===== src/verilog/md_hal_pkg.sv =====
package md_hal_pkg;

	////////////////////////////////////////////////////////////
	// Widths with a meaning
	////////////////////////////////////////////////////////////

	// Byte address within a download
	typedef logic [24:0]  dl_addr_t;
	typedef logic [15:0]  dl_data_t;
	typedef logic [7:0]   dl_index_t;
	typedef logic [1:0]   region_t;
	typedef logic [3:0]   apb_addr_t;
	typedef logic [31:0]  apb_data_t;
	// Flags, address, compare, replace from the top down
	typedef logic [127:0] cheat_code_t;

	////////////////////////////////////////////////////////////
	// Constants
	////////////////////////////////////////////////////////////

	localparam region_t REGION_JP = 2'd0;
	localparam region_t REGION_US = 2'd1;
	localparam region_t REGION_EU = 2'd2;

	// Matched against the low 5 bits of the index
	localparam logic [4:0] CART_INDEX_MD  = 5'd1;
	localparam logic [4:0] CART_INDEX_SMS = 5'd2;
	localparam dl_index_t  CODE_INDEX     = 8'hFF;

	// Cartridge header locations
	localparam dl_addr_t HDR_REGION_ADDR  = 25'h1F0;
	localparam dl_addr_t HDR_REGION_ADDR2 = 25'h1F2;
	localparam dl_addr_t HDR_END_ADDR     = 25'h200;

	localparam apb_addr_t REG_CTRL   = 4'h0;
	localparam apb_addr_t REG_STATUS = 4'h4;

	// Auto region modes, 2 and 3 disable it
	localparam logic [1:0] AUTO_HEADER   = 2'd0;
	localparam logic [1:0] AUTO_FILE_EXT = 2'd1;

endpackage

===== src/verilog/download_bus_if.sv =====
`timescale 1ns/1ps

interface download_bus_if;
	import md_hal_pkg::*;

	logic      dl_active;
	logic      dl_wr;
	dl_addr_t  dl_addr;
	dl_data_t  dl_data;
	dl_index_t dl_index;

	// Driven from the top-level ports
	modport source (output dl_active, output dl_wr, output dl_addr, output dl_data,
		output dl_index);

	// No back-pressure, consumers take every word
	modport sink (input dl_active, input dl_wr, input dl_addr, input dl_data,
		input dl_index);

endinterface


===== src/verilog/md_hal_top.sv =====
`timescale 1ns/1ps

module md_hal_top (
	input  logic                    clk_sys,
	input  logic                    sys_reset,
	input  logic                    psel_i,
	input  logic                    penable_i,
	input  logic                    pwrite_i,
	input  md_hal_pkg::apb_addr_t   paddr_i,
	input  md_hal_pkg::apb_data_t   pwdata_i,
	output md_hal_pkg::apb_data_t   prdata_o,
	output logic                    pready_o,
	output logic                    pslverr_o,
	input  logic                    dl_active_i,
	input  logic                    dl_wr_i,
	input  md_hal_pkg::dl_addr_t    dl_addr_i,
	input  md_hal_pkg::dl_data_t    dl_data_i,
	input  md_hal_pkg::dl_index_t   dl_index_i,
	output md_hal_pkg::region_t     region_o,
	output logic                    pal_o,
	output logic                    jap_o,
	output logic                    cheat_valid_o,
	output md_hal_pkg::cheat_code_t cheat_code_o
);
	import md_hal_pkg::*;

	logic       hdr_j;
	logic       hdr_u;
	logic       hdr_e;
	logic       hdr_ready;
	logic       cart_sms;
	logic       region_upd_valid;
	region_t    region_upd;
	logic [1:0] auto_mode;
	logic [1:0] priority_sel;
	logic [7:0] cheat_count;

	////////////////////////////////////////////////////////////
	// Download stream
	////////////////////////////////////////////////////////////

	download_bus_if dl_bus ();

	assign dl_bus.dl_active = dl_active_i;
	assign dl_bus.dl_wr     = dl_wr_i;
	assign dl_bus.dl_addr   = dl_addr_i;
	assign dl_bus.dl_data   = dl_data_i;
	assign dl_bus.dl_index  = dl_index_i;

	////////////////////////////////////////////////////////////
	// Blocks
	////////////////////////////////////////////////////////////

	hal_config_regs u_hal_config_regs (
		.clk_sys(clk_sys), .sys_reset(sys_reset),
		.psel_i(psel_i), .penable_i(penable_i), .pwrite_i(pwrite_i),
		.paddr_i(paddr_i), .pwdata_i(pwdata_i), .prdata_o(prdata_o),
		.pready_o(pready_o), .pslverr_o(pslverr_o),
		.region_upd_valid_i(region_upd_valid), .region_upd_i(region_upd),
		.cheat_count_i(cheat_count), .auto_mode_o(auto_mode), .priority_o(priority_sel),
		.region_o(region_o), .pal_o(pal_o), .jap_o(jap_o)
	);

	cart_header_scan u_cart_header_scan (
		.clk_sys(clk_sys), .sys_reset(sys_reset), .dl(dl_bus.sink),
		.hdr_j_o(hdr_j), .hdr_u_o(hdr_u), .hdr_e_o(hdr_e),
		.hdr_ready_o(hdr_ready), .cart_sms_o(cart_sms)
	);

	region_select u_region_select (
		.clk_sys(clk_sys), .sys_reset(sys_reset), .dl(dl_bus.sink),
		.hdr_j_i(hdr_j), .hdr_u_i(hdr_u), .hdr_e_i(hdr_e),
		.hdr_ready_i(hdr_ready), .cart_sms_i(cart_sms),
		.auto_mode_i(auto_mode), .priority_i(priority_sel),
		.region_upd_valid_o(region_upd_valid), .region_upd_o(region_upd)
	);

	cheat_code_loader u_cheat_code_loader (
		.clk_sys(clk_sys), .sys_reset(sys_reset), .dl(dl_bus.sink),
		.cheat_valid_o(cheat_valid_o), .cheat_code_o(cheat_code_o),
		.cheat_count_o(cheat_count)
	);

endmodule


===== src/verilog/cheat_code_loader.sv =====
`timescale 1ns/1ps

module cheat_code_loader (
	input  logic                    clk_sys,
	input  logic                    sys_reset,
	download_bus_if.sink            dl,
	output logic                    cheat_valid_o,
	output md_hal_pkg::cheat_code_t cheat_code_o,
	output logic [7:0]              cheat_count_o
);
	import md_hal_pkg::*;

	logic        code_dl;
	logic        code_wr;
	logic        code_done;
	logic        valid_q;
	logic [7:0]  count_q;
	cheat_code_t code_q;

	assign code_dl   = dl.dl_active & (dl.dl_index == CODE_INDEX);
	assign code_wr   = code_dl & dl.dl_wr;
	// Last word of a 16-byte record
	assign code_done = code_wr & (dl.dl_addr[3:0] == 4'd14);

	// Word placement within the record
	always_ff @(posedge clk_sys) begin
		if (code_wr) begin
			case (dl.dl_addr[3:0])
				4'd0:    code_q[111:96]  <= dl.dl_data;
				4'd2:    code_q[127:112] <= dl.dl_data;
				4'd4:    code_q[79:64]   <= dl.dl_data;
				4'd6:    code_q[95:80]   <= dl.dl_data;
				4'd8:    code_q[47:32]   <= dl.dl_data;
				4'd10:   code_q[63:48]   <= dl.dl_data;
				4'd12:   code_q[15:0]    <= dl.dl_data;
				4'd14:   code_q[31:16]   <= dl.dl_data;
				default: code_q          <= code_q;
			endcase
		end
	end

	always_ff @(posedge clk_sys) begin
		if (sys_reset) begin
			valid_q <= 1'b0;
			count_q <= 8'd0;
		end else begin
			valid_q <= code_done;
			// New file restarts the count
			if (code_wr && dl.dl_addr == '0) begin
				count_q <= 8'd0;
			end
			if (code_done && count_q != 8'hFF) begin
				count_q <= count_q + 8'd1;
			end
		end
	end

	assign cheat_valid_o = valid_q;
	assign cheat_code_o  = code_q;
	assign cheat_count_o = count_q;

endmodule


===== src/verilog/region_select.sv =====
`timescale 1ns/1ps

module region_select (
	input  logic                clk_sys,
	input  logic                sys_reset,
	download_bus_if.sink        dl,
	input  logic                hdr_j_i,
	input  logic                hdr_u_i,
	input  logic                hdr_e_i,
	input  logic                hdr_ready_i,
	input  logic                cart_sms_i,
	input  logic [1:0]          auto_mode_i,
	input  logic [1:0]          priority_i,
	output logic                region_upd_valid_o,
	output md_hal_pkg::region_t region_upd_o
);
	import md_hal_pkg::*;

	logic    ready_q;
	logic    hdr_rise;
	logic    auto_en;
	logic    upd_valid_q;
	region_t hdr_region;
	region_t next_region;
	region_t upd_region_q;

	assign hdr_rise = hdr_ready_i & ~ready_q;
	// SMS carts and disabled modes keep the current region
	assign auto_en  = ~cart_sms_i &
		((auto_mode_i == AUTO_HEADER) || (auto_mode_i == AUTO_FILE_EXT));

	// First flag present wins, per priority order
	always_comb begin
		case (priority_i)
			2'd0: begin
				if (hdr_u_i)      hdr_region = REGION_US;
				else if (hdr_e_i) hdr_region = REGION_EU;
				else if (hdr_j_i) hdr_region = REGION_JP;
				else              hdr_region = REGION_US;
			end
			2'd1: begin
				if (hdr_e_i)      hdr_region = REGION_EU;
				else if (hdr_u_i) hdr_region = REGION_US;
				else if (hdr_j_i) hdr_region = REGION_JP;
				else              hdr_region = REGION_EU;
			end
			2'd2: begin
				if (hdr_u_i)      hdr_region = REGION_US;
				else if (hdr_j_i) hdr_region = REGION_JP;
				else if (hdr_e_i) hdr_region = REGION_EU;
				else              hdr_region = REGION_US;
			end
			default: begin
				if (hdr_j_i)      hdr_region = REGION_JP;
				else if (hdr_u_i) hdr_region = REGION_US;
				else if (hdr_e_i) hdr_region = REGION_EU;
				else              hdr_region = REGION_JP;
			end
		endcase
	end

	// File extension mode takes the index top bits
	assign next_region = (auto_mode_i == AUTO_FILE_EXT) ? dl.dl_index[7:6] : hdr_region;

	always_ff @(posedge clk_sys) begin
		if (sys_reset) begin
			ready_q     <= 1'b0;
			upd_valid_q <= 1'b0;
		end else begin
			ready_q     <= hdr_ready_i;
			upd_valid_q <= hdr_rise & auto_en;
		end
	end

	always_ff @(posedge clk_sys) begin
		if (hdr_rise) begin
			upd_region_q <= next_region;
		end
	end

	assign region_upd_valid_o = upd_valid_q;
	assign region_upd_o       = upd_region_q;

endmodule


===== src/verilog/cart_header_scan.sv =====
`timescale 1ns/1ps

module cart_header_scan (
	input  logic           clk_sys,
	input  logic           sys_reset,
	download_bus_if.sink   dl,
	output logic           hdr_j_o,
	output logic           hdr_u_o,
	output logic           hdr_e_o,
	output logic           hdr_ready_o,
	output logic           cart_sms_o
);
	import md_hal_pkg::*;

	logic       cart_dl;
	logic       cart_dl_q;
	logic       cart_start;
	logic       cart_end;
	logic       cart_wr;
	logic [7:0] lo_byte;
	logic [7:0] hi_byte;
	logic [3:0] hex_nib;
	logic [2:0] lo_mask;
	logic [2:0] hi_mask;
	// Ordered {e, u, j}
	logic [2:0] flags_q;
	logic [2:0] flags_nxt;
	logic       hdr_ready_q;
	logic       cart_sms_q;

	// Region letter to flag bit
	function automatic logic [2:0] letter_mask(input logic [7:0] ch);
		logic [2:0] mask;
		case (ch)
			"J":     mask = 3'b001;
			"U":     mask = 3'b010;
			"E":     mask = 3'b100;
			default: mask = 3'b000;
		endcase
		return mask;
	endfunction

	assign cart_dl    = dl.dl_active &
		((dl.dl_index[4:0] == CART_INDEX_MD) || (dl.dl_index[4:0] == CART_INDEX_SMS));
	assign cart_start = cart_dl & ~cart_dl_q;
	assign cart_end   = ~cart_dl & cart_dl_q;
	assign cart_wr    = cart_dl & dl.dl_wr;

	assign lo_byte = dl.dl_data[7:0];
	assign hi_byte = dl.dl_data[15:8];
	assign hex_nib = dl.dl_data[3:0] - 4'd7;
	assign lo_mask = letter_mask(lo_byte);
	assign hi_mask = letter_mask(hi_byte);

	always_comb begin
		flags_nxt = flags_q;
		if (cart_start) begin
			flags_nxt = 3'b000;
		end
		if (cart_wr && dl.dl_addr == HDR_REGION_ADDR) begin
			if (|lo_mask) begin
				flags_nxt = flags_nxt | lo_mask;
			end else if (lo_byte >= "0" && lo_byte <= "9") begin
				flags_nxt = {lo_byte[3], lo_byte[2], lo_byte[0]};
			end else if (lo_byte >= "A" && lo_byte <= "F") begin
				flags_nxt = {hex_nib[3], hex_nib[2], hex_nib[0]};
			end
			// High byte only adds letters
			flags_nxt = flags_nxt | hi_mask;
		end
		if (cart_wr && dl.dl_addr == HDR_REGION_ADDR2) begin
			flags_nxt = flags_nxt | lo_mask;
		end
	end

	always_ff @(posedge clk_sys) begin
		if (sys_reset) begin
			cart_dl_q   <= 1'b0;
			flags_q     <= 3'b000;
			hdr_ready_q <= 1'b0;
			cart_sms_q  <= 1'b0;
		end else begin
			cart_dl_q <= cart_dl;
			flags_q   <= flags_nxt;
			if (cart_start) begin
				cart_sms_q <= (dl.dl_index[4:0] == CART_INDEX_SMS);
			end
			if (cart_end) begin
				hdr_ready_q <= 1'b0;
			end
			// Header fully seen
			if (cart_wr && dl.dl_addr == HDR_END_ADDR) begin
				hdr_ready_q <= 1'b1;
			end
		end
	end

	assign hdr_j_o     = flags_q[0];
	assign hdr_u_o     = flags_q[1];
	assign hdr_e_o     = flags_q[2];
	assign hdr_ready_o = hdr_ready_q;
	assign cart_sms_o  = cart_sms_q;

endmodule


===== src/verilog/hal_config_regs.sv =====
`timescale 1ns/1ps

module hal_config_regs (
	input  logic                  clk_sys,
	input  logic                  sys_reset,
	input  logic                  psel_i,
	input  logic                  penable_i,
	input  logic                  pwrite_i,
	input  md_hal_pkg::apb_addr_t paddr_i,
	input  md_hal_pkg::apb_data_t pwdata_i,
	output md_hal_pkg::apb_data_t prdata_o,
	output logic                  pready_o,
	output logic                  pslverr_o,
	input  logic                  region_upd_valid_i,
	input  md_hal_pkg::region_t   region_upd_i,
	input  logic [7:0]            cheat_count_i,
	output logic [1:0]            auto_mode_o,
	output logic [1:0]            priority_o,
	output md_hal_pkg::region_t   region_o,
	output logic                  pal_o,
	output logic                  jap_o
);
	import md_hal_pkg::*;

	logic       access;
	logic       addr_ok;
	logic       ctrl_wr;
	region_t    region_q;
	logic [1:0] mode_q;
	logic [1:0] prio_q;

	// Access phase decode
	assign access   = psel_i & penable_i;
	assign addr_ok  = (paddr_i == REG_CTRL) || (paddr_i == REG_STATUS);
	assign ctrl_wr  = access & pwrite_i & (paddr_i == REG_CTRL);

	// Zero wait states
	assign pready_o  = 1'b1;
	assign pslverr_o = access & ~addr_ok;

	always_ff @(posedge clk_sys) begin
		if (sys_reset) begin
			region_q <= REGION_US;
			mode_q   <= AUTO_HEADER;
			prio_q   <= 2'd0;
		end else begin
			if (ctrl_wr) begin
				region_q <= pwdata_i[1:0];
				mode_q   <= pwdata_i[3:2];
				prio_q   <= pwdata_i[5:4];
			end
			// Hardware update beats a CTRL write in the same cycle
			if (region_upd_valid_i) begin
				region_q <= region_upd_i;
			end
		end
	end

	// Read mux, STATUS holds the cheat count
	always_comb begin
		prdata_o = '0;
		case (paddr_i)
			REG_CTRL:   prdata_o[5:0] = {prio_q, mode_q, region_q};
			REG_STATUS: prdata_o[7:0] = cheat_count_i;
			default:    prdata_o      = '0;
		endcase
	end

	assign auto_mode_o = mode_q;
	assign priority_o  = prio_q;
	assign region_o    = region_q;
	assign pal_o       = (region_q == REGION_EU);
	assign jap_o       = (region_q == REGION_JP);

endmodule


===== config.mk =====
export PLATFORM = sky130hd
export DESIGN_NAME = md_hal_top
export DESIGN_NICKNAME = d
export VERILOG_FILES = /design/src/verilog/md_hal_pkg.sv /design/src/verilog/download_bus_if.sv /design/src/verilog/md_hal_top.sv /design/src/verilog/cheat_code_loader.sv /design/src/verilog/region_select.sv /design/src/verilog/cart_header_scan.sv /design/src/verilog/hal_config_regs.sv
export SDC_FILE = /design/constraint.sdc
export NUM_CORES = 1
export LEC_CHECK = 0
export ABC_AREA = 1
export BUFFER_PORTS_ARGS = -buffer_cell sky130_fd_sc_hd__buf_2
export CORE_ASPECT_RATIO = 1.25
export CORE_MARGIN = 3
export CORE_UTILIZATION = 48
export CTS_CLUSTER_DIAMETER = 120
export CTS_CLUSTER_SIZE = 40
export DETAILED_ROUTE_END_ITERATION = 8
export GPL_ROUTABILITY_DRIVEN = 0
export PLACE_DENSITY = 0.8
export SLEW_MARGIN = 20
export SYNTH_ARGS = -nofsm -noshare
export SYNTH_HDL_FRONTEND = slang
export SYNTH_SLANG_ARGS = --single-unit

===== constraint.sdc =====
create_clock -name clk_sys -period 3.1 [get_ports clk_sys]
set_clock_uncertainty 0.05 [all_clocks]
set_input_delay 0.62 -clock clk_sys [delete_from_list [all_inputs] [get_ports clk_sys]]
set_output_delay 0.62 -clock clk_sys [all_outputs]
set_load 0.005 [all_outputs]

Word-level counts from Yosys, hierarchy flattened
Index checks and enable logic that the tools add are counted.
{"block": "totals", "input_bits": 92, "elab_cells": 132, "register_bits": 153, "output_inout_bits": 167}
{"block": "op_classes", "muxes": 31, "magnitude_cmp": 4, "n_reduce_logical": 28, "add_sub_neg": 2, "bitwise_logic": 22, "n_eq_ne": 25}
{"cell": "== test 25 x 9 -> 1 bit (second input constant)", "n": 2}
{"cell": "== test 8 x 7 -> 1 bit (second input constant)", "n": 6}
{"cell": "two-way mux 2 bit", "n": 15}
{"cell": "== test 25 x 10 -> 1 bit (second input constant)", "n": 1}
{"cell": "logical NOT 25 bit", "n": 1}
{"cell": "two-way mux 3 bit", "n": 7}
{"cell": "case mux 3 bit (3 select lines)", "n": 2}
{"cell": "== test 4 bit (second input constant)", "n": 4}
{"cell": "two-way mux 8 bit", "n": 2}
{"cell": "AND reduction 2 bit", "n": 8}
{"cell": "AND 1 bit", "n": 14}
{"cell": "== test 4 x 3 -> 1 bit (second input constant)", "n": 3}
{"cell": "case mux 6 bit (2 select lines)", "n": 1}
{"cell": "OR 3 bit", "n": 3}
{"cell": "adder 8 x 1 -> 8 bit (second input constant)", "n": 1}
{"cell": "== test 8 bit (second input constant)", "n": 1}
{"cell": ">= comparator 8 x 6 -> 1 bit (second input constant)", "n": 1}
{"cell": ">= comparator 8 x 7 -> 1 bit (second input constant)", "n": 1}
{"cell": "less-or-equal comparator 8 x 6 -> 1 bit (second input constant)", "n": 1}
{"cell": "less-or-equal comparator 8 x 7 -> 1 bit (second input constant)", "n": 1}
{"cell": "logical NOT 4 bit", "n": 2}
{"cell": "!= test 8 bit (second input constant)", "n": 1}
{"cell": "logical AND 1 bit", "n": 7}
{"cell": "logical NOT 2 bit", "n": 3}
{"cell": "other kinds (12)", "n": 24}

Depth between registers and ports, before layout
Gate-level depths: netlist of run 1.
{"block": "depth", "depth_word": 13, "depth_mapped": 13, "ltp_nobuf": 13}

By module
Synthesis of run 1 repeated with hierarchy kept, for this count alone.
{"block": "hier_totals", "cells_unflattened": 543, "area_unflattened_um2": 6321.1}
{"module": "cheat_code_loader", "area_each_um2": 4630.7, "seq_area_each_um2": 4023.9, "n_inst": 1, "cells_each": 253}
{"module": "cart_header_scan", "area_each_um2": 834.6, "seq_area_each_um2": 120.1, "n_inst": 1, "cells_each": 160}
{"module": "hal_config_regs", "area_each_um2": 623.1, "seq_area_each_um2": 120.1, "n_inst": 1, "cells_each": 97}
{"module": "region_select", "area_each_um2": 232.7, "seq_area_each_um2": 100.1, "n_inst": 1, "cells_each": 33}

Worst setup path after synthesis of run 1
Ideal clock, no wire load.
{"block": "synth_path", "kind": "input port to flip-flop", "startpoint": "input dl_index_i[7]", "endpoint": "register u_cheat_code_loader.code_q[64], in the netlist u_cheat_code_loader.cheat_code_o[64] (enable)", "setup_time_ps": 409, "t_arrival_ps": 2286, "path_slack_ps": 355, "n_path_buf": 0, "cell_stages": 6, "required_ps": 2641, "cell_sequence": "nand4_1 nor2_1 nand3_1 inv_2 nand3_1 nor3_1"}
{"block": "synth_via", "elab_chain_cells": 4}
{"item": "start: declaration", "line": "md_hal_top.sv:18", "rtl": "input md_hal_pkg::dl_index_t dl_index_i,"}
{"item": "== test 8 bit", "line": "cheat_code_loader.sv:20", "rtl": "assign code_dl = dl.dl_active & (dl.dl_index == CODE_INDEX);"}
{"item": "AND 1 bit", "line": "cheat_code_loader.sv:20"}
{"item": "AND 1 bit", "line": "cheat_code_loader.sv:21", "rtl": "assign code_wr = code_dl & dl.dl_wr;"}
{"item": "AND reduction 2 bit (no line)"}
{"item": "end signal: assignment", "line": "cheat_code_loader.sv:31", "rtl": "4'd4: code_q[79:64] <= dl.dl_data;"}
{"item": "end signal: assignment", "line": "cheat_code_loader.sv:37", "rtl": "default: code_q <= code_q;"}
{"item": "end: declaration", "line": "cheat_code_loader.sv:18", "rtl": "cheat_code_t code_q;"}
No other way between the ends.
A chain may end at the register's enable or synchronous reset.

Worst setup path in the final report of run 1
{"block": "layout_path", "startpoint": "input paddr_i[1]", "endpoint": "output prdata_o[0]"}
{"block": "layout_via", "elab_chain_cells": 2, "word_cells_on_any_way": 3, "classes_between": "eq/ne (1); mux (1); reduce/logical (1)"}
{"item": "start: declaration", "line": "md_hal_top.sv:9", "rtl": "input md_hal_pkg::apb_addr_t paddr_i,"}
{"item": "== test 4 x 3 -> 1 bit / logical NOT 4 bit (equally long branches)", "line": "hal_config_regs.sv:62", "rtl": "case (paddr_i)"}
{"item": "case mux 6 bit (2 select lines) *", "line": "hal_config_regs.sv:62"}
{"item": "end: declaration", "line": "md_hal_top.sv:11", "rtl": "output md_hal_pkg::apb_data_t prdata_o,"}
Mark *: on every way between the ends. The rest lies on a longest branch, timed or not.

==> results.toml, run 1 <==
[cells_and_area]
final_stage_net_count = 795
layout.area.seq_mm2 = 0.004364
fillers = 879
antenna_cells = 0
area.growth.synth_to_final_pct = 29.62
final_cell_count_no_fill = 879
multi_input_area_mm2 = 0.001390
post_route_cells_drive_above_1_share_pct = 40.56

[worst_setup_path]
timing.critical_path.to_type = "output pin"
crit_type = "primary input to output pin"
worst_path_max_delay_cell = "nand3_1"
crit_chain = "buf_2 > nor2_1 > nand3_1 > o21ai_0 > buf_2"
critical_path_peak_fanout = 8
timing.critical_path.required_ns = 2.43
critical_path.n_buffers_inverters = 2
crit_path_frequent_cell = "buf_2"
critical-path-top-delay-family = "simple AND/OR/NAND/NOR gates"
timing.critical_path.from_type = "primary input"
max_stage_delay_ns = 0.25
arrival_time_worst_endpoint_ns = 1.49

[logic_synthesis]
synth_enable_flop_cells = 130
async_reset_ff_share_pct = 0
synth_top_family_by_area = "simple AND/OR/NAND/NOR gates"
synth-simple-area-share_pct = 16.69
ys_seq_area_share_pct = 72.14
synth.ff_latch_count = 153
synth-xor-area-share_pct = 0.2896
compound_gate_portion_of_the_synthesized_area_pct = 3.785
synthesis.area_mm2 = 0.006050
syn_inst = 473
synth.yosys.warnings = 0
synthAdderAreaFrac_pct = 0.2068
synthMuxAreaShare_pct = 0
ys_dominant_reg_cell = "edfxtp_1"
post_synth.cell_area_avg_um2 = 12.79
synth_cell_type_count = 39

[clocking]
cts_root_buf = "clkbuf_16"
number_of_buffers_added_by_the_clock_tree_synthesis_step = 17
htreeDepth = 4
clock_insertion_delay_worst_skew_ns = 0.40
cts_tree = "built"
ctsHoldBuffers = 0
clock_tree.buffer_depth = 2
cts_setup_buffers = 0
post_cts_resized = 0
clkSlewWorstSetupHoldPaths_ns = 0.07
numClockSinks = 153

[sta]
rsz0062_at_grt = "false"
achievable-frequency_mhz = 463.8
final.setup.tns_ns = 0
setup_violations_final = 0
hold_slack_ns = 0.4070
number_of_max_slew_violations_in_the_final_report = 0
hold_viol_final = 0
min_period_over_period_pct = 69.55
min_period_ns = 2.156

[die]
ios = 259
die_y_um = 131.5
die_area_mm2 = 0.01399
die_width_um = 106.4
core-area_mm2 = 0.01222
number_of_rows_in_the_core_area = 45
floorplan.initialDensity_pct = 49.51

[drt]
ant_nets = 0
routed_via_density = 4.937
routed_wirelength_um = 13900
detail_route.drc_violations = 0
drt_iter0_markers = 278
drt_first_pass_iters = 4
route.vias.total = 4340
avg_wl_per_cell_um = 15.81

[place]
portBuffers = 207
hpwl_um = 10010
place.detailed.instances = 847

[power]
vdd_drop_max_mv = 0.3555
power.share.switching_pct = 21.76
share_clk_of_total_power_pct = 45.6
power_per_cell_area_mw_per_mm2 = 556.2
combinationalPowerShare_pct = 3.3
relative_contribution_of_sequential_cells_to_total_power_pct = 51.1
power_report.internal_total_mw = 3.412
power_switching_mw = 0.9491
leakagePower_nw = 3.291

[global_route]
number_of_global_route_vias_before_repair = 4187
grt_use_total_pct = 19.74
grt_remaining_overflow = 0
grt_start_max_net_pins = 24
grt_first_pass_wirelength_um = 21490
antenna_found_initial = 0

[hold_path]
hold_path.class = "register to register"

[status]
outcome = "completed"

[flow_run]
maxCapViolations = 0
kinds of logic after synthesis:
family                   count (synthesis)
XOR/XNOR                                 2
AO/OA/AOI/OAI                           41
AND/OR/NAND/NOR                        190
other                                    2
flip-flops                             153
adder cells (fa/ha/maj)                  1
buffers and inverters                   84
final timing paths:
path         slack, ns                                  from  cells after the start                              endpoint
max               0.94                            paddr_i[1]                      5                           prdata_o[0]
min               0.41        u_cart_header_scan.hdr_ready_o                      2               u_region_select.ready_q
max reg2reg       1.43  u_cheat_code_loader.cheat_count_o[0]                      9  u_cheat_code_loader.cheat_count_o[4]
min reg2reg       0.41        u_cart_header_scan.hdr_ready_o                      2               u_region_select.ready_q
area by class of cell:
class | count | share of cell area, %
Inverter | 57 | 2.729
Clock buffer | 17 | 5.425
Timing Repair Buffer | 214 | 13.88
Tap cell | 164 | 2.617
Multi-Input combinational cell | 259 | 17.73
Clock inverter | 15 | 1.963
Sequential cell | 153 | 55.66
registers in the layout, summed over array words and instances, names as in the netlist:
register,flops
u_cart_header_scan.cart_dl_q,1
u_region_select.region_upd_valid_o,1
u_cart_header_scan.cart_sms_o,1
u_cheat_code_loader.cheat_valid_o,1
u_cart_header_scan.hdr_ready_o,1
u_hal_config_regs.region_o,2
u_hal_config_regs.priority_o,2
u_cheat_code_loader.cheat_code_o,128
u_cart_header_scan.flags_q,3
u_region_select.region_upd_o,2
u_region_select.ready_q,1
u_cheat_code_loader.cheat_count_o,8
u_hal_config_regs.auto_mode_o,2
per-stage QoR:
stage	area [um^2]	setup WS (ns)	util [%]	total power, mW
2_1_floorplan	6136	0.3548	-	2.353
3_3_place_gp	7262	0.8995	59.44	2.411
3_5_place_dp	7262	0.8124	59.44	2.416
4_1_cts	7841	0.9459	64.18	4.387
5_1_grt	7841	0.7451	64.18	4.486
6_report	7841	0.9439	64.18	4.361
metal layers:
| metal | GRT usage, % | up-vias | part of all wire, % |
|---|---|---|---|
| met5 | 0 | - | 0 |
| met1 | 24.87 | 2030 | 40 |
| met2 | 34.14 | 228 | 51 |
| li1 | - | 2065 | - |
| met3 | 4.423 | 17 | 8.1 |
| met4 | 5.615 | 0 | 1.2 |
cell usage after synthesis, types with 3 or more instances:
cell | instances | area (um^2)
o22ai_1 | 6 | 37.54
inv_1 | 52 | 195.2
nand4_1 | 13 | 81.33
nor3_1 | 6 | 30.03
dfxtp_1 | 23 | 460.4
nand2_1 | 57 | 214.0
edfxtp_1 | 130 | 3904
o21ai_0 | 9 | 45.04
a31oi_1 | 3 | 18.77
nand2_2 | 6 | 37.54
buf_4 | 25 | 187.7
a21oi_1 | 17 | 85.08
nand3_2 | 3 | 30.03
nand3_1 | 36 | 180.2
nor2_2 | 7 | 43.79
nor2_1 | 41 | 153.9
nor2_4 | 4 | 45.04
inv_2 | 4 | 15.01
worst min-delay path, stage by stage, from the launching register on:
cell     delay [ns]
dfxtp_1        0.30
inv_1          0.06
nor2_1         0.05
power groups by stage:
stage,registers [mW],logic [mW],clock network (mW)
6_report,2.23,0.145,1.99
5_1_grt,2.23,0.164,2.09
3_5_place_dp,2.27,0.143,0
3_3_place_gp,2.27,0.137,0
4_1_cts,2.23,0.144,2.01
2_1_floorplan,2.27,0.0789,0
layout by cell type (no fill, tap or decap), types with 6 or more instances in the layout:
master | Yosys | routed
nor3_2 | 2 | 6
nand2_1 | 57 | 57
nand2_2 | 6 | 6
buf_4 | 25 | 7
clkbuf_16 | 0 | 17
dfxtp_1 | 23 | 23
nor2_1 | 41 | 38
inv_1 | 52 | 52
o22ai_1 | 6 | 6
buf_2 | 0 | 207
nand4_1 | 13 | 13
nor2_2 | 7 | 10
nand3_1 | 36 | 36
edfxtp_1 | 130 | 130
o21ai_0 | 9 | 9
a21oi_1 | 17 | 17
conb_1 | 2 | 25
Note: power is estimated with default switching activity, not from simulation.
==> run 2: changes to the inputs <==
ABC_AREA = 0   (was 1)
CORE_UTILIZATION = 42   (was 48)
PLACE_DENSITY = 0.75   (was 0.8)
clock period = 1.8 ns   (was 3.1 ns; I/O delays follow)
==> results.toml, run 2 <==
[sta]
timing_worst_slew_pin_value_ns = 0.5914
timing.max_slew.rel_slack_pct = 60.03
final.setup.tns_ns = 0
hold_slack_ns = 0.1343
min_period_ns = 1.748
min_period_over_period_pct = 97.09
hold_viol_final = 0
setup_violations_final = 0
achievable-frequency_mhz = 572.2
number_of_max_slew_violations_in_the_final_report = 0
postLayoutSetupSlackWorst_ns = 0.05242

[cells_and_area]
antenna_cells = 0
final_cell_mix = "buf_2, edfxtp_1, buf_4"
final_core_utilization_pct = 61.29
largest_register_ffs = 128
layout.cell_area.non_filler_mm2 = 0.008218
post_route_cells_drive_above_1_share_pct = 49.78
area.growth.synth_to_final_pct = 40.97
final_stage_net_count = 755
layout.cells.most_common = "buf_2"
final_cell_count_no_fill = 846

[logic_synthesis]
synth.yosys.warnings = 0
synthTopCellsByArea = "edfxtp_1, dfxtp_1, buf_4"
yosysMostFrequentCell = "edfxtp_1"
synth.top_cells.by_count = "edfxtp_1, nor2_1, buf_4"
synth_enable_flop_cells = 130
yosys.area.top_type = "edfxtp_1"
syn_inst = 378
ys_seq_area_share_pct = 74.87
post_synth.cell_area_avg_um2 = 15.42
async_reset_ff_share_pct = 0
synth_cell_type_count = 58
synth.ff_latch_count = 153
synthesis.area_mm2 = 0.005829
ys_dominant_reg_cell = "edfxtp_1"
synth_top_area_share_pct = 66.97

[worst_setup_path]
critical-path-top-delay-family = "simple AND/OR/NAND/NOR gates"
timing.critical_path.to_type = "output pin"
critical_path_peak_fanout = 6
crit_type = "primary input to output pin"
arrival_time_worst_endpoint_ns = 1.34
regToRegSetupSlack_ns = 0.08
crit_chain = "buf_2 > or3_4 > buf_4 > nor2_1 > buf_2"
timing.critical_path.required_ns = 1.39
max_stage_delay_ns = 0.42
critical_path.n_buffers_inverters = 3
crit_path_frequent_cell = "buf_2"
worst_path_max_delay_cell = "or3_4"
timing.critical_path.from_type = "primary input"

[clocking]
clkSlewWorstSetupHoldPaths_ns = 0.06
cts_root_buf = "clkbuf_16"
cts_tree = "built"
htreeDepth = 4
clock_insertion_delay_worst_skew_ns = 0.41
clock_tree.buffer_depth = 2
number_of_buffers_added_by_the_clock_tree_synthesis_step = 17
cts_setup_buffers = 0
numClockSinks = 153

[place]
portBuffers = 207
hpwl_um = 11390
detailedPlace.worstSlack_ns = -0.3531
place.detailed.instances = 814
placement.cell_area_mm2 = 0.007607

[die]
die_y_um = 137.7
number_of_rows_in_the_core_area = 47
floorplan.initialDensity_pct = 43.48
die_width_um = 111.4
ios = 259
core-area_mm2 = 0.01341
die_area_mm2 = 0.01534

[drt]
drt_first_pass_iters = 4
detail_route.drc_violations = 0
routed_via_density = 5.011
drt_iter0_markers = 279
routed_wirelength_um = 15160
route.vias.total = 4239
avg_wl_per_cell_um = 17.92
ant_nets = 0

[status]
outcome = "completed"

[power]
vdd_drop_max_mv = 0.6618
power_per_cell_area_mw_per_mm2 = 922.7
report.power.total_mw = 7.582
leakagePower_nw = 3.292

[global_route]
number_of_global_route_vias_before_repair = 4192
antenna_found_initial = 1
grt_remaining_overflow = 0
grt_use_total_pct = 19.96
grt_start_max_net_pins = 17
grt_first_pass_wirelength_um = 23120

[flow_run]
maxCapViolations = 0

[hold_path]
hold_path.class = "primary input to register"
run 2: cell count changes after synthesis, sizes merged, moves of 5 or more:
| cell | before | now |
|---|---|---|
| a21oi | 19 | 4 |
| and3 | 0 | 8 |
| inv | 56 | 7 |
| mux2 | 0 | 5 |
| mux2i | 0 | 13 |
| nand2 | 65 | 16 |
| nand3 | 40 | 11 |
| nand4 | 15 | 6 |
| nor2 | 53 | 31 |
| nor2b | 0 | 5 |
| nor4 | 2 | 7 |
| o21ai | 11 | 6 |
run 2: area by class of cell:
cell class | count | area (um^2)
inverters | 7 | 26.28
repair buffers | 273 | 1632
fillers | 1024 | 5190
flip-flops and latches | 153 | 4364
clock inverters | 14 | 152.6
multi-input cells | 210 | 1400
well taps | 171 | 214.0
clock buffers | 18 | 429.2
run 2: timing repair:
item	CTS	global route
resized for setup	2	4
hold buffers	0	0
endpoints found under the setup margin	4	5
pin swaps	1	1
run 2: worst paths after layout:
check                                  startpoint                                    to  cells after the start
max                                    paddr_i[1]                           prdata_o[5]                      5
min reg2reg         u_cart_header_scan.cart_sms_o    u_region_select.region_upd_valid_o                      1
min                                   pwdata_i[3]      u_hal_config_regs.auto_mode_o[1]                      3
max reg2reg  u_cheat_code_loader.cheat_count_o[0]  u_cheat_code_loader.cheat_count_o[4]                      7
run 2: cell families after synthesis:
family          Yosys count  synth area share [%]
compound gates           36                 4.465
mux                      18                 3.198
other cells               2                0.1288
simple gates            127                 12.36
buf+inv                  38                 4.314
xor+xnor                  3                0.4508
fa+ha+maj                 1                0.2146
flops                   153                 74.87
run 2: worst reg2reg max path: cells and delay by family, from the launching register on:
| kind | cells | cell delay [ns] |
|---|---|---|
| and+or+nand+nor | 3 | 0.49 |
| buffers and inverters | 1 | 0.15 |
| AOI/OAI and AO/OA | 2 | 0.40 |
| DFF | 1 | 0.32 |
| adders and majority gates | 1 | 0.19 |
run 2: power by group:
part           internal, mW  switching, mW
combinational         0.140          0.174
sequential             3.84       0.000921
clock                  1.97           1.46
total                  5.94           1.64
run 2: routing by layer:
layer | global-route usage, % | part of all wire [%] | wire [um] | vias up
li1 | - | - | - | 1979
met1 | 23.84 | 38 | 5830 | 1983
met2 | 35.24 | 50 | 7622 | 249
met3 | 5.228 | 9.2 | 1401 | 26
met4 | 6.829 | 2.0 | 298 | 2
met5 | 0 | 0.059 | 9 | -
